## config.mk

```make
export PLATFORM = sky130hd
export DESIGN_NAME = camera_spi_top
export DESIGN_NICKNAME = d
export VERILOG_FILES = /design/src/verilog/camera_spi_pkg.sv /design/src/verilog/camera_input_sync.sv /design/src/verilog/camera_spi_top.sv /design/src/verilog/downsample_packer.sv /design/src/verilog/pixel_reconstruct.sv /design/src/verilog/spi_send_con.sv
export SDC_FILE = /design/constraint.sdc
export NUM_CORES = 1
export LEC_CHECK = 0
export BUFFER_PORTS_ARGS = -buffer_cell sky130_fd_sc_hd__buf_2
export CAP_MARGIN = 20
export CORE_MARGIN = 2
export CORE_UTILIZATION = 30
export DETAILED_ROUTE_END_ITERATION = 12
export SLEW_MARGIN = 25
export SYNTH_ARGS = -nofsm -noshare
export SYNTH_HDL_FRONTEND = slang
export SYNTH_HIERARCHICAL = 1
export SYNTH_SLANG_ARGS = --single-unit
```

## constraint.sdc

```tcl
create_clock -name clk_camera -period 10.4 [get_ports clk_camera]
set_input_delay 1.56 -clock clk_camera [delete_from_list [all_inputs] [get_ports clk_camera]]
set_output_delay 1.56 -clock clk_camera [all_outputs]
set_load 0.02 [all_outputs]
```

## src/verilog/camera_spi_pkg.sv

```systemverilog
`default_nettype none

package camera_spi_pkg;

  // one luminance byte per camera pixel clock
  localparam int PIXEL_W = 8;

  // wide enough for 1280x720 coordinates
  localparam int HCOUNT_W = 11;
  localparam int VCOUNT_W = 10;

  // data lines on the spi side, also pixels per packet
  localparam int SPI_LINES = 6;

  // entries in the sender queue
  // the packer starts with this many credits
  localparam int SPI_QUEUE_DEPTH = 2;

  typedef logic [PIXEL_W-1:0] pixel_t;   // 8-bit luminance sample

  typedef logic [HCOUNT_W-1:0] hcount_t; // column within a line
  typedef logic [VCOUNT_W-1:0] vcount_t; // line within a frame

  // six pixels, pixel 0 sits in the low byte
  // index i also selects spi data line i
  typedef logic [SPI_LINES-1:0][PIXEL_W-1:0] packet_t;

  typedef logic [1:0] credit_t;          // 0..SPI_QUEUE_DEPTH

  // sender fsm
  typedef enum logic [1:0] {
    SPI_IDLE,   // cs high, waiting for a queued packet
    SPI_LOAD,   // head of queue moves into the shifters
    SPI_SHIFT   // cs low, eight dclk periods
  } spi_state_t;

endpackage

`default_nettype wire

```

## src/verilog/camera_input_sync.sv

```systemverilog
`timescale 1ns/100ps
`default_nettype none

module camera_input_sync (
  input  wire                          clk_camera,
  input  wire                          sys_rst_camera,
  input  wire camera_spi_pkg::pixel_t  camera_d,
  input  wire                          cam_pclk,
  input  wire                          cam_hsync,
  input  wire                          cam_vsync,
  output camera_spi_pkg::pixel_t       sync_d,
  output logic                         sync_pclk,
  output logic                         sync_hsync,
  output logic                         sync_vsync
);
  import camera_spi_pkg::*;

  // first stage, may go metastable
  pixel_t d_meta;
  logic   pclk_meta;
  logic   hsync_meta;
  logic   vsync_meta;

  // pins are asynchronous to clk_camera, two flops each
  always_ff @(posedge clk_camera) begin
    if (sys_rst_camera) begin
      d_meta     <= '0;
      pclk_meta  <= 1'b0;
      hsync_meta <= 1'b0;
      vsync_meta <= 1'b0;
      sync_d     <= '0;
      sync_pclk  <= 1'b0;   // low so a held-high pclk shows as one clean rise
      sync_hsync <= 1'b0;
      sync_vsync <= 1'b0;
    end else begin
      d_meta     <= camera_d;
      pclk_meta  <= cam_pclk;
      hsync_meta <= cam_hsync;
      vsync_meta <= cam_vsync;
      sync_d     <= d_meta;     // 2 cycles after the pin
      sync_pclk  <= pclk_meta;
      sync_hsync <= hsync_meta;
      sync_vsync <= vsync_meta;
    end
  end

endmodule

`default_nettype wire

```

## src/verilog/camera_spi_top.sv

```systemverilog
`timescale 1ns/100ps
`default_nettype none

module camera_spi_top #(
  parameter int HRES            = 1280,
  parameter int VRES            = 720,
  parameter int DATA_CLK_PERIOD = 6     // clk_camera cycles per dclk
) (
  input  wire                                  clk_camera,
  input  wire                                  sys_rst_camera,
  input  wire camera_spi_pkg::pixel_t          camera_d,
  input  wire                                  cam_pclk,
  input  wire                                  cam_hsync,
  input  wire                                  cam_vsync,
  output logic [camera_spi_pkg::SPI_LINES-1:0] copi,
  output logic                                 dclk,
  output logic                                 cs,
  output logic                                 overflow
);
  import camera_spi_pkg::*;

  // synchronized camera pins
  pixel_t  sync_d;
  logic    sync_pclk;
  logic    sync_hsync;
  logic    sync_vsync;

  // reconstructed pixel stream
  logic    pixel_valid;
  pixel_t  pixel_data;
  hcount_t hcount;
  vcount_t vcount;
  logic    frame_start;

  // packer to sender, credit based
  logic    packet_push;
  packet_t packet_data;
  logic    credit_return;

  camera_input_sync camera_input_sync_inst (
    .clk_camera     (clk_camera),
    .sys_rst_camera (sys_rst_camera),
    .camera_d       (camera_d),
    .cam_pclk       (cam_pclk),
    .cam_hsync      (cam_hsync),
    .cam_vsync      (cam_vsync),
    .sync_d         (sync_d),
    .sync_pclk      (sync_pclk),
    .sync_hsync     (sync_hsync),
    .sync_vsync     (sync_vsync)
  );

  pixel_reconstruct #(
    .HRES (HRES),
    .VRES (VRES)
  ) pixel_reconstruct_inst (
    .clk_camera     (clk_camera),
    .sys_rst_camera (sys_rst_camera),
    .sync_d         (sync_d),
    .sync_pclk      (sync_pclk),
    .sync_hsync     (sync_hsync),
    .sync_vsync     (sync_vsync),
    .pixel_valid    (pixel_valid),
    .pixel_data     (pixel_data),
    .hcount         (hcount),
    .vcount         (vcount),
    .frame_start    (frame_start)
  );

  downsample_packer downsample_packer_inst (
    .clk_camera     (clk_camera),
    .sys_rst_camera (sys_rst_camera),
    .pixel_valid    (pixel_valid),
    .pixel_data     (pixel_data),
    .hcount         (hcount),
    .vcount         (vcount),
    .frame_start    (frame_start),
    .credit_return  (credit_return),
    .packet_push    (packet_push),
    .packet_data    (packet_data),
    .overflow       (overflow)
  );

  spi_send_con #(
    .DATA_CLK_PERIOD (DATA_CLK_PERIOD)
  ) spi_send_con_inst (
    .clk_camera     (clk_camera),
    .sys_rst_camera (sys_rst_camera),
    .packet_push    (packet_push),
    .packet_data    (packet_data),
    .credit_return  (credit_return),
    .copi           (copi),
    .dclk           (dclk),
    .cs             (cs)
  );

endmodule

`default_nettype wire

```

## src/verilog/downsample_packer.sv

```systemverilog
`timescale 1ns/100ps
`default_nettype none

module downsample_packer (
  input  wire                           clk_camera,
  input  wire                           sys_rst_camera,
  input  wire                           pixel_valid,
  input  wire camera_spi_pkg::pixel_t   pixel_data,
  input  wire camera_spi_pkg::hcount_t  hcount,
  input  wire camera_spi_pkg::vcount_t  vcount,
  input  wire                           frame_start,
  input  wire                           credit_return,
  output logic                          packet_push,
  output camera_spi_pkg::packet_t       packet_data,
  output logic                          overflow
);
  import camera_spi_pkg::*;

  localparam int FILL_W = $clog2(SPI_LINES);

  logic              keep;         // even row and even column
  logic              pack_done;    // sixth kept pixel this cycle
  logic              spend;        // packet goes to the sender
  logic [FILL_W-1:0] fill;         // kept pixels already in packet_reg
  packet_t           packet_reg;
  packet_t           packet_next;
  credit_t           credits;      // free sender queue entries

  // 2x downsample in both dimensions
  // a pixel arriving with frame_start belongs to no packet
  assign keep = pixel_valid && !hcount[0] && !vcount[0] && !frame_start;

  // new pixel enters at the top so the first kept pixel ends up in byte 0
  assign packet_next = {pixel_data, packet_reg[SPI_LINES-1:1]};

  assign pack_done = keep && (fill == FILL_W'(SPI_LINES - 1));
  assign spend     = pack_done && (credits != '0);

  always_ff @(posedge clk_camera) begin
    if (keep) begin
      packet_reg <= packet_next;
    end
    if (pack_done) begin
      packet_data <= packet_next;   // held until the next full packet
    end
  end

  always_ff @(posedge clk_camera) begin
    if (sys_rst_camera) begin
      fill        <= '0;
      packet_push <= 1'b0;
      overflow    <= 1'b0;
      credits     <= credit_t'(SPI_QUEUE_DEPTH);
    end else begin
      packet_push <= spend;         // 1 cycle after the sixth kept pixel

      if (pack_done && (credits == '0)) begin
        overflow <= 1'b1;           // whole packet dropped, sticky until reset
      end

      if (frame_start) begin
        fill <= '0;                 // partial packet is thrown away
      end else if (keep) begin
        fill <= pack_done ? '0 : fill + 1'b1;
      end

      case ({spend, credit_return})
        2'b10:   credits <= credits - 1'b1;
        2'b01:   credits <= credits + 1'b1;
        default: credits <= credits;    // none, or spend and return together
      endcase
    end
  end

  // sender returns exactly one credit per packet it took
  a_credit_bound : assert property (
    @(posedge clk_camera) disable iff (sys_rst_camera)
    credits <= credit_t'(SPI_QUEUE_DEPTH)
  ) else $error("credit count %0d above queue depth", credits);

endmodule

`default_nettype wire

```

## src/verilog/pixel_reconstruct.sv

```systemverilog
`timescale 1ns/100ps
`default_nettype none

module pixel_reconstruct #(
  parameter int HRES = 1280,
  parameter int VRES = 720
) (
  input  wire                          clk_camera,
  input  wire                          sys_rst_camera,
  input  wire camera_spi_pkg::pixel_t  sync_d,
  input  wire                          sync_pclk,
  input  wire                          sync_hsync,
  input  wire                          sync_vsync,
  output logic                         pixel_valid,
  output camera_spi_pkg::pixel_t       pixel_data,
  output camera_spi_pkg::hcount_t      hcount,
  output camera_spi_pkg::vcount_t      vcount,
  output logic                         frame_start
);
  import camera_spi_pkg::*;

  // previous samples for edge detect
  logic pclk_prev;
  logic hsync_prev;
  logic vsync_prev;

  logic pclk_rise;
  logic hsync_fall;
  logic vsync_rise;
  logic capture;

  // position of the next pixel to be captured
  hcount_t h_ptr;
  vcount_t v_ptr;

  assign pclk_rise  = sync_pclk & ~pclk_prev;
  assign hsync_fall = ~sync_hsync & hsync_prev;   // end of a line
  assign vsync_rise = sync_vsync & ~vsync_prev;   // start of a frame
  assign capture    = pclk_rise & sync_hsync;     // one byte per rise, active line only

  always_ff @(posedge clk_camera) begin
    if (sys_rst_camera) begin
      pclk_prev   <= 1'b0;
      hsync_prev  <= 1'b0;
      vsync_prev  <= 1'b0;
      pixel_valid <= 1'b0;
      frame_start <= 1'b0;
      h_ptr       <= '0;
      v_ptr       <= '0;
    end else begin
      pclk_prev   <= sync_pclk;
      hsync_prev  <= sync_hsync;
      vsync_prev  <= sync_vsync;
      pixel_valid <= capture;      // 1 cycle after the rise is seen
      frame_start <= vsync_rise;

      if (vsync_rise) begin
        // new frame restarts both counters
        h_ptr <= '0;
        v_ptr <= '0;
      end else if (hsync_fall) begin
        h_ptr <= '0;
        v_ptr <= v_ptr + 1'b1;
      end else if (capture) begin
        h_ptr <= h_ptr + 1'b1;
      end
    end
  end

  // coordinates travel with the byte, qualified by pixel_valid
  always_ff @(posedge clk_camera) begin
    if (capture) begin
      pixel_data <= sync_d;
      hcount     <= h_ptr;
      vcount     <= v_ptr;
    end
  end

  // a camera with the wrong mode would run the counters past the frame
  a_coord_in_frame : assert property (
    @(posedge clk_camera) disable iff (sys_rst_camera)
    pixel_valid |-> ((hcount < HRES) && (vcount < VRES))
  ) else $error("pixel coordinate outside %0dx%0d frame", HRES, VRES);

endmodule

`default_nettype wire

```

## src/verilog/spi_send_con.sv

```systemverilog
`timescale 1ns/100ps
`default_nettype none

module spi_send_con #(
  parameter int DATA_CLK_PERIOD = 6
) (
  input  wire                                  clk_camera,
  input  wire                                  sys_rst_camera,
  input  wire                                  packet_push,
  input  wire camera_spi_pkg::packet_t         packet_data,
  output logic                                 credit_return,
  output logic [camera_spi_pkg::SPI_LINES-1:0] copi,
  output logic                                 dclk,
  output logic                                 cs
);
  import camera_spi_pkg::*;

  localparam int HALF  = DATA_CLK_PERIOD / 2;
  localparam int PH_W  = $clog2(DATA_CLK_PERIOD);
  localparam int PTR_W = (SPI_QUEUE_DEPTH > 1) ? $clog2(SPI_QUEUE_DEPTH) : 1;
  localparam int CNT_W = $clog2(SPI_QUEUE_DEPTH + 1);
  localparam int BIT_W = $clog2(PIXEL_W);

  // packet queue
  packet_t          queue_mem [SPI_QUEUE_DEPTH];
  logic [PTR_W-1:0] wr_ptr;
  logic [PTR_W-1:0] rd_ptr;
  logic [CNT_W-1:0] q_count;
  logic             q_full;
  logic             q_pop;

  // shifter
  spi_state_t       state;
  logic [PH_W-1:0]  phase;        // position inside one dclk period
  logic [BIT_W-1:0] bit_cnt;
  logic             period_end;
  logic             last_bit;
  packet_t          shreg;        // one byte per data line

  assign q_full     = (q_count == CNT_W'(SPI_QUEUE_DEPTH));
  assign q_pop      = (state == SPI_LOAD);           // head leaves in the load cycle
  assign period_end = (phase == PH_W'(DATA_CLK_PERIOD - 1));
  assign last_bit   = (bit_cnt == BIT_W'(PIXEL_W - 1));

  assign credit_return = q_pop;   // one pulse per packet taken

  always_ff @(posedge clk_camera) begin
    if (packet_push) begin
      queue_mem[wr_ptr] <= packet_data;
    end
  end

  always_ff @(posedge clk_camera) begin
    if (sys_rst_camera) begin
      wr_ptr  <= '0;
      rd_ptr  <= '0;
      q_count <= '0;
    end else begin
      if (packet_push) begin
        wr_ptr <= (wr_ptr == PTR_W'(SPI_QUEUE_DEPTH - 1)) ? '0 : wr_ptr + 1'b1;
      end
      if (q_pop) begin
        rd_ptr <= (rd_ptr == PTR_W'(SPI_QUEUE_DEPTH - 1)) ? '0 : rd_ptr + 1'b1;
      end
      case ({packet_push, q_pop})
        2'b10:   q_count <= q_count + 1'b1;
        2'b01:   q_count <= q_count - 1'b1;
        default: q_count <= q_count;
      endcase
    end
  end

  always_ff @(posedge clk_camera) begin
    if (sys_rst_camera) begin
      state   <= SPI_IDLE;
      phase   <= '0;
      bit_cnt <= '0;
      shreg   <= '0;     // copi reads zero out of reset
      dclk    <= 1'b0;
      cs      <= 1'b1;
    end else begin
      case (state)
        SPI_IDLE: begin
          // a push this cycle is written in time for the load
          if ((q_count != '0) || packet_push) begin
            state <= SPI_LOAD;
          end
        end
        SPI_LOAD: begin
          shreg   <= queue_mem[rd_ptr];
          phase   <= '0;
          bit_cnt <= '0;
          dclk    <= 1'b0;
          cs      <= 1'b0;     // falls 2 cycles after the push
          state   <= SPI_SHIFT;
        end
        SPI_SHIFT: begin
          // low for the first half period, high for the second
          dclk <= (phase >= PH_W'(HALF - 1)) && !period_end;
          if (period_end) begin
            phase   <= '0;
            bit_cnt <= bit_cnt + 1'b1;
            for (int i = 0; i < SPI_LINES; i++) begin
              shreg[i] <= {shreg[i][PIXEL_W-2:0], 1'b0};   // next bit while dclk falls
            end
            if (last_bit) begin
              cs    <= 1'b1;   // 8 periods done
              state <= SPI_IDLE;
            end
          end else begin
            phase <= phase + 1'b1;
          end
        end
        default: state <= SPI_IDLE;
      endcase
    end
  end

  // msb first, line i carries pixel i
  always_comb begin
    for (int i = 0; i < SPI_LINES; i++) begin
      copi[i] = shreg[i][PIXEL_W-1];
    end
  end

  // the packer credit counter must keep pushes away from a full queue
  a_no_push_when_full : assert property (
    @(posedge clk_camera) disable iff (sys_rst_camera)
    packet_push |-> !q_full
  ) else $error("packet pushed into a full spi queue");

endmodule

`default_nettype wire
```

== Word level (Yosys, flattened, before mapping) ==
Memory sizes are Yosys's and may differ from the RTL's. A register that Yosys moved wholly into a read port is not among the register bits.
Cells that the tools add are included.
Word-level totals
  word-level logic and storage cells: 127
  bits in latches: 0
  register bits after elaboration: 215
  memories kept: 1
  input bits: 13
  bits in writable memories: 96
  bits in read-only memories: 0
  output and inout bits: 9
Memory list
  spi_send_con_inst.queue_mem: depth 2, bits a word 48, read ports 1, clocked after memory_dff 1, write ports 1, RTL line spi_send_con.sv:25  | packet_t queue_mem [SPI_QUEUE_DEPTH];
Operators by class
  bitwise operators: 7
  div/mod/pow operators: 0
  equality and inequality tests: 12
  $mul: 0
  shifts and indexed selects: 0
  reductions and logical operators: 25
  $lt $le $gt $ge: 1
  add/subtract/negate cells: 11
  muxes and demuxes: 23
Operator list (number)
  one-hot mux 48 bit (2 select lines): 1
  two-way mux 48 bit: 1
  one-hot mux 3 bit (2 select lines): 2
  adder 11 x 1 -> 11 bit (second input constant): 1
  adder 10 x 1 -> 10 bit (second input constant): 1
  nonzero test 2 bit: 5
  adder 3 x 1 -> 3 bit (second input constant): 3
  equality test 3 bit (second input constant): 3
  two-way mux 3 bit: 3
  two-way mux 1 bit: 8
  one-hot mux 2 bit (2 select lines): 2
  logical AND 1 bit: 7
  equality test 2 x 1 -> 1 bit (second input constant): 3
  equality test 2 bit (second input constant): 3
  two-way mux 2 bit: 3
  != test 2 x 1 -> 1 bit (second input constant): 3
  one-hot mux 2 bit (3 select lines): 1
  AND reduction 3 bit: 2
  adder 2 x 1 -> 2 bit (second input constant): 2
  AND 1 bit: 4
  zero test 1 bit: 4
  zero test 2 bit: 2
  one-hot mux 1 bit (2 select lines): 2
  OR reduction 2 bit: 2
  other kinds (7): 11

== Depth between registers and ports, before layout ==
  word-level depth: 8
  mapped depth: 8

== By module ==
Netlist, hierarchy kept.
Modules (own cells, without submodules)
  spi_send_con: cells an instance 454, times used 1, area an instance 6174.7 um2
  downsample_packer: cells an instance 120, times used 1, area an instance 2989.1 um2
  pixel_reconstruct: cells an instance 153, times used 1, area an instance 2035.7 um2
  camera_input_sync: cells an instance 46, times used 1, area an instance 640.6 um2

== Worst setup path after synthesis ==
Ideal clock, no wire load.
  path type: register to register
  start point: register pixel_reconstruct_inst.hcount[0]
  end point: register downsample_packer_inst.credits[1]
  path slack: 6.432 ns
  data required time: 10.268 ns
  path buffers: 0
  stages on the path, launching flop included: 8
  setup time: 0.132 ns
  arrival time: 3.835 ns
  cells stage by stage: edfxtp_1 > nor4b_4 > and3_4 > o21ai_0 > ha_1 > xor2_1 > o21ai_0 > or3b_2
Between the ends
  longest elaborated chain between the ends: 8
  elaborated cells on any way between the ends: 10
  those cells by class: 2 x eq/ne; 1 x mux; 7 x reduce/logical
RTL lines
  from (decl): RTL line pixel_reconstruct.sv:16  | output camera_spi_pkg::hcount_t hcount,
  from (signal assigned): RTL line pixel_reconstruct.sv:74  | hcount <= h_ptr;
  zero test 1 bit *: RTL line downsample_packer.sv:31  | assign keep = pixel_valid && !hcount[0] && !vcount[0] && !frame_start;
  logical AND 1 bit * (3 in a row): RTL line downsample_packer.sv:31
  named net downsample_packer_inst.keep: RTL line downsample_packer.sv:21  | logic keep;
  logical AND 1 bit *: RTL line downsample_packer.sv:36  | assign pack_done = keep && (fill == FILL_W'(SPI_LINES - 1));
  named net downsample_packer_inst.pack_done: RTL line downsample_packer.sv:22  | logic pack_done;
  logical AND 1 bit *: RTL line downsample_packer.sv:37  | assign spend = pack_done && (credits != '0);
  equality test 2 x 1 -> 1 bit or equality test 2 bit (tied branches): RTL line downsample_packer.sv:67  | case ({spend, credit_return})
  one-hot mux 2 bit (2 select lines) or nonzero test 2 bit (tied branches)
  to (signal assigned): RTL line downsample_packer.sv:68  | 2'b10: credits <= credits - 1'b1;
  to (signal assigned): RTL line downsample_packer.sv:69  | 2'b01: credits <= credits + 1'b1;
  to (signal assigned): RTL line downsample_packer.sv:70  | default: credits <= credits;
  to (decl): RTL line downsample_packer.sv:27  | credit_t credits;
Mark *: on every way through the listed nets, which the timed path passes. The rest lies on a longest branch.
A chain may end at the register's enable or synchronous reset.

== Final worst setup path ==
Same ends and word-level chain as after synthesis.

==> flow_metrics.env <==
export IMPL_status="finished, final reports clean"
export IMPL_drtIter0Drc=342
export IMPL_grt_max_degree=95
export IMPL_die_area_um2=36000
export IMPL_htreeDepth=1
export IMPL_io_buffers=21
export IMPL_tightest_slew_ns=0.906
export IMPL_gp_congestion=0.654
export IMPL_cts_root_buf="clkbuf_16"
export IMPL_endpoint_kind="flop"
export IMPL_endpoint="downsample_packer_inst/credits[1]$_SDFFE_PP1P_"
export IMPL_drive_above_1_share=0.135
export IMPL_post_route_min_period_ns=3.38
export IMPL_setup_tns_final_ns=0
export IMPL_grt_pass1_vias=5050
export IMPL_hold_path_class="reg2reg"
export IMPL_drc=0
export IMPL_wl_per_cell_um=13.4
export IMPL_antenna_cells=0
export IMPL_grt_use_met3=0.0164
export IMPL_hold_buffers=0
export IMPL_crit_required_ns=10.79
export IMPL_post_dp_hpwl_mm=8.01
export IMPL_fin_ws_ns=7.02
export IMPL_cap_violations=0
export IMPL_cpMostUsedCell="o21ai_0"
export IMPL_clkTransAtPathRegs_ns=0.06
export IMPL_seq_area_um2=7810
export IMPL_antenna_found_initial=0
export IMPL_yosys_warnings=6
export IMPL_cpMaxStageDelayCell="and3_4"
export IMPL_critPathArrivalTime_ns=3.77
export IMPL_cts_setup_buffers=0
export IMPL_fmax_mhz=296
export IMPL_critPathKind="reg2reg"
export IMPL_vias_per_cell=4.34
export IMPL_die_y_um=190
export IMPL_syn2layout_area_growth_pct=13.8
export IMPL_path_cells="nor4b_4 > buf_4 > and3_4 > o21ai_0 > ha_1 > xor2_1 > o21ai_0 > or3b_2"
export IMPL_syn_nets=679
export IMPL_leakage_nw=3.92
export IMPL_timing_hold_ws_ns=0.403
export IMPL_reg2reg_depth=8
export IMPL_rsz0062_at_grt="no"
export IMPL_hold_viol=0
export IMPL_cp_max_fo=50
export IMPL_cp_start_kind="flop"
export IMPL_dpl_worst_slack_ns=6.89
export IMPL_io_pins=22
export IMPL_slew_headroom=0.396
export IMPL_reg2reg_from="pixel_reconstruct_inst/hcount[0]$_DFFE_PP_"
export IMPL_fin_crit_sh=0.325
export IMPL_die_w_um=190
export IMPL_clk_path_buf_depth=3
export IMPL_startpoint="pixel_reconstruct_inst/hcount[0]$_DFFE_PP_"
export IMPL_fin_worst_skew_ns=0.00969
export IMPL_overflow=0
export IMPL_cts_resized=0
export IMPL_r2r_end="downsample_packer_inst/credits[1]$_SDFFE_PP1P_"
export IMPL_synthesis_area_um2=10300
export IMPL_insertion_delay_ns=0.52
export IMPL_core_region_area_um2=34300
export IMPL_finalSetupViolations=0
export IMPL_globalRouteMet1Util=0.108
export IMPL_multi_input_area_um2=2250
export IMPL_final_max_slew_viol_count=0
export IMPL_grt_pass1_wl_mm=25.3
export IMPL_gr_max_usage_layer="met2"
export IMPL_max_stage_delay_ns=0.79
export IMPL_cts_made_buffers=29
export IMPL_cts_sinks=293
export IMPL_grt_usage=0.0855
export IMPL_wirelength_mm=15.5
export IMPL_grt_use_met2=0.151
export IMPL_first_pass_iters=4
export IMPL_rows=68
export IMPL_fillers=3219
export IMPL_synth_area_per_cell_um2=15.8
export IMPL_power_per_cell_area_nw_per_um2=224
export IMPL_vias=5005
export IMPL_vdd_drop_max_mv=0.118
export IMPL_cts_tree="yes"
export IMPL_nets=699
export IMPL_rrSetupSlack_ns=7.02
export IMPL_start_util=0.302
export IMPL_drt_antenna_violating_nets=0
export IMPL_syn_inst=656
-- metrics by stage --
stage	instances	total power, mW	utilization	instance area (µm²)
3_3_place_gp	1099	1.64	0.315	10800
2_1_floorplan	656	1.60	-	10300
5_1_grt	1152	2.76	0.344	11800
4_1_cts	1152	2.68	0.344	11800
6_report	1152	2.64	0.344	11800
3_5_place_dp	1100	1.65	0.316	10800
-- registers in the layout, indices dropped and copies added (netlist names), 2 cells and up, named ones only --
| register | flops |
|---|---|
| camera_input_sync_inst/d_meta | 8 |
| camera_input_sync_inst/sync_d | 8 |
| downsample_packer_inst/credits | 2 |
| downsample_packer_inst/fill | 3 |
| downsample_packer_inst/packet_data | 48 |
| downsample_packer_inst/packet_next | 40 |
| pixel_reconstruct_inst/pixel_data | 8 |
| spi_send_con_inst/bit_cnt | 3 |
| spi_send_con_inst/copi | 6 |
| spi_send_con_inst/phase | 3 |
| spi_send_con_inst/q_count | 2 |
| spi_send_con_inst/queue_mem | 96 |
| spi_send_con_inst/shreg | 42 |
| spi_send_con_inst/state | 2 |
-- worst max-delay path: cells and delay by family (launching register included) --
| kind | cells | cell delay [ns] |
|---|---|---|
| AOI/OAI and AO/OA | 2 | 0.35 |
| adders and majority gates | 1 | 0.25 |
| buffers and inverters | 1 | 0.57 |
| DFF | 1 | 0.41 |
| xor gates and xnor gates | 1 | 0.15 |
| and+or+nand+nor | 3 | 1.51 |
-- power by group --
group	switching (mW)	leakage [nW]	internal, mW
sequential	0.0345	2.54	1.29
combinational	0.173	0.920	0.129
clock	0.397	0.457	0.622
total	0.605	3.92	2.04
-- how the worst min path moves through the flow --
stage | end | start | cells past startpoint | slack [ns]
after global routing | pixel_reconstruct_inst/pixel_data[7]$_DFFE_PP_ | camera_input_sync_inst/sync_d[7]$_SDFF_PP0_ | 0 | 0.41
after global placement | pixel_reconstruct_inst/pixel_data[2]$_DFFE_PP_ | camera_input_sync_inst/sync_d[2]$_SDFF_PP0_ | 0 | 0.39
final | pixel_reconstruct_inst/pixel_data[5]$_DFFE_PP_ | camera_input_sync_inst/sync_d[5]$_SDFF_PP0_ | 0 | 0.40
after floorplan | pixel_reconstruct_inst/frame_start$_SDFF_PP0_ | pixel_reconstruct_inst/vsync_prev$_SDFF_PP0_ | 1 | 0.38
after CTS | pixel_reconstruct_inst/pixel_data[7]$_DFFE_PP_ | camera_input_sync_inst/sync_d[7]$_SDFF_PP0_ | 0 | 0.41
after detailed placement | pixel_reconstruct_inst/pixel_data[2]$_DFFE_PP_ | camera_input_sync_inst/sync_d[2]$_SDFF_PP0_ | 0 | 0.39
-- placed cells by master (no fill, tap or decap), types with 3 or more instances in the layout --
cell type / n
clkbuf_1: 8
clkbuf_16: 29
edfxtp_1: 194
inv_1: 8
o21ai_1: 3
o21ai_0: 45
a21oi_1: 15
buf_4: 7
nand3_1: 11
nor2_1: 14
xor2_1: 5
a22o_1: 42
xnor2_1: 4
buf_2: 21
dfxtp_1: 98
nand2b_1: 4
mux2i_1: 44
bufinv_16: 4
mux2_1: 6
clkinv_1: 7
nand2_1: 55
nor2b_2: 15
ha_1: 9
nor2b_1: 13
-- cell type report --
cell class,instances,share of cell area
Sequential cell,293,0.663
Multi-Input combinational cell,315,0.191
Clock buffer,39,0.0665
Tap cell,455,0.0483
Timing Repair Buffer,29,0.0157
Clock inverter,13,0.0133
Inverter,8,0.00255
-- layer usage --
metal / vias up / share of wire / wire, µm
met5: - / 0 / 0
met1: 2463 / 0.46 / 7180
met3: 25 / 0.033 / 511
met2: 61 / 0.48 / 7490
li1: 2456 / - / -
met4: 0 / 0.019 / 287
Power figures use the tool's default switching activity.
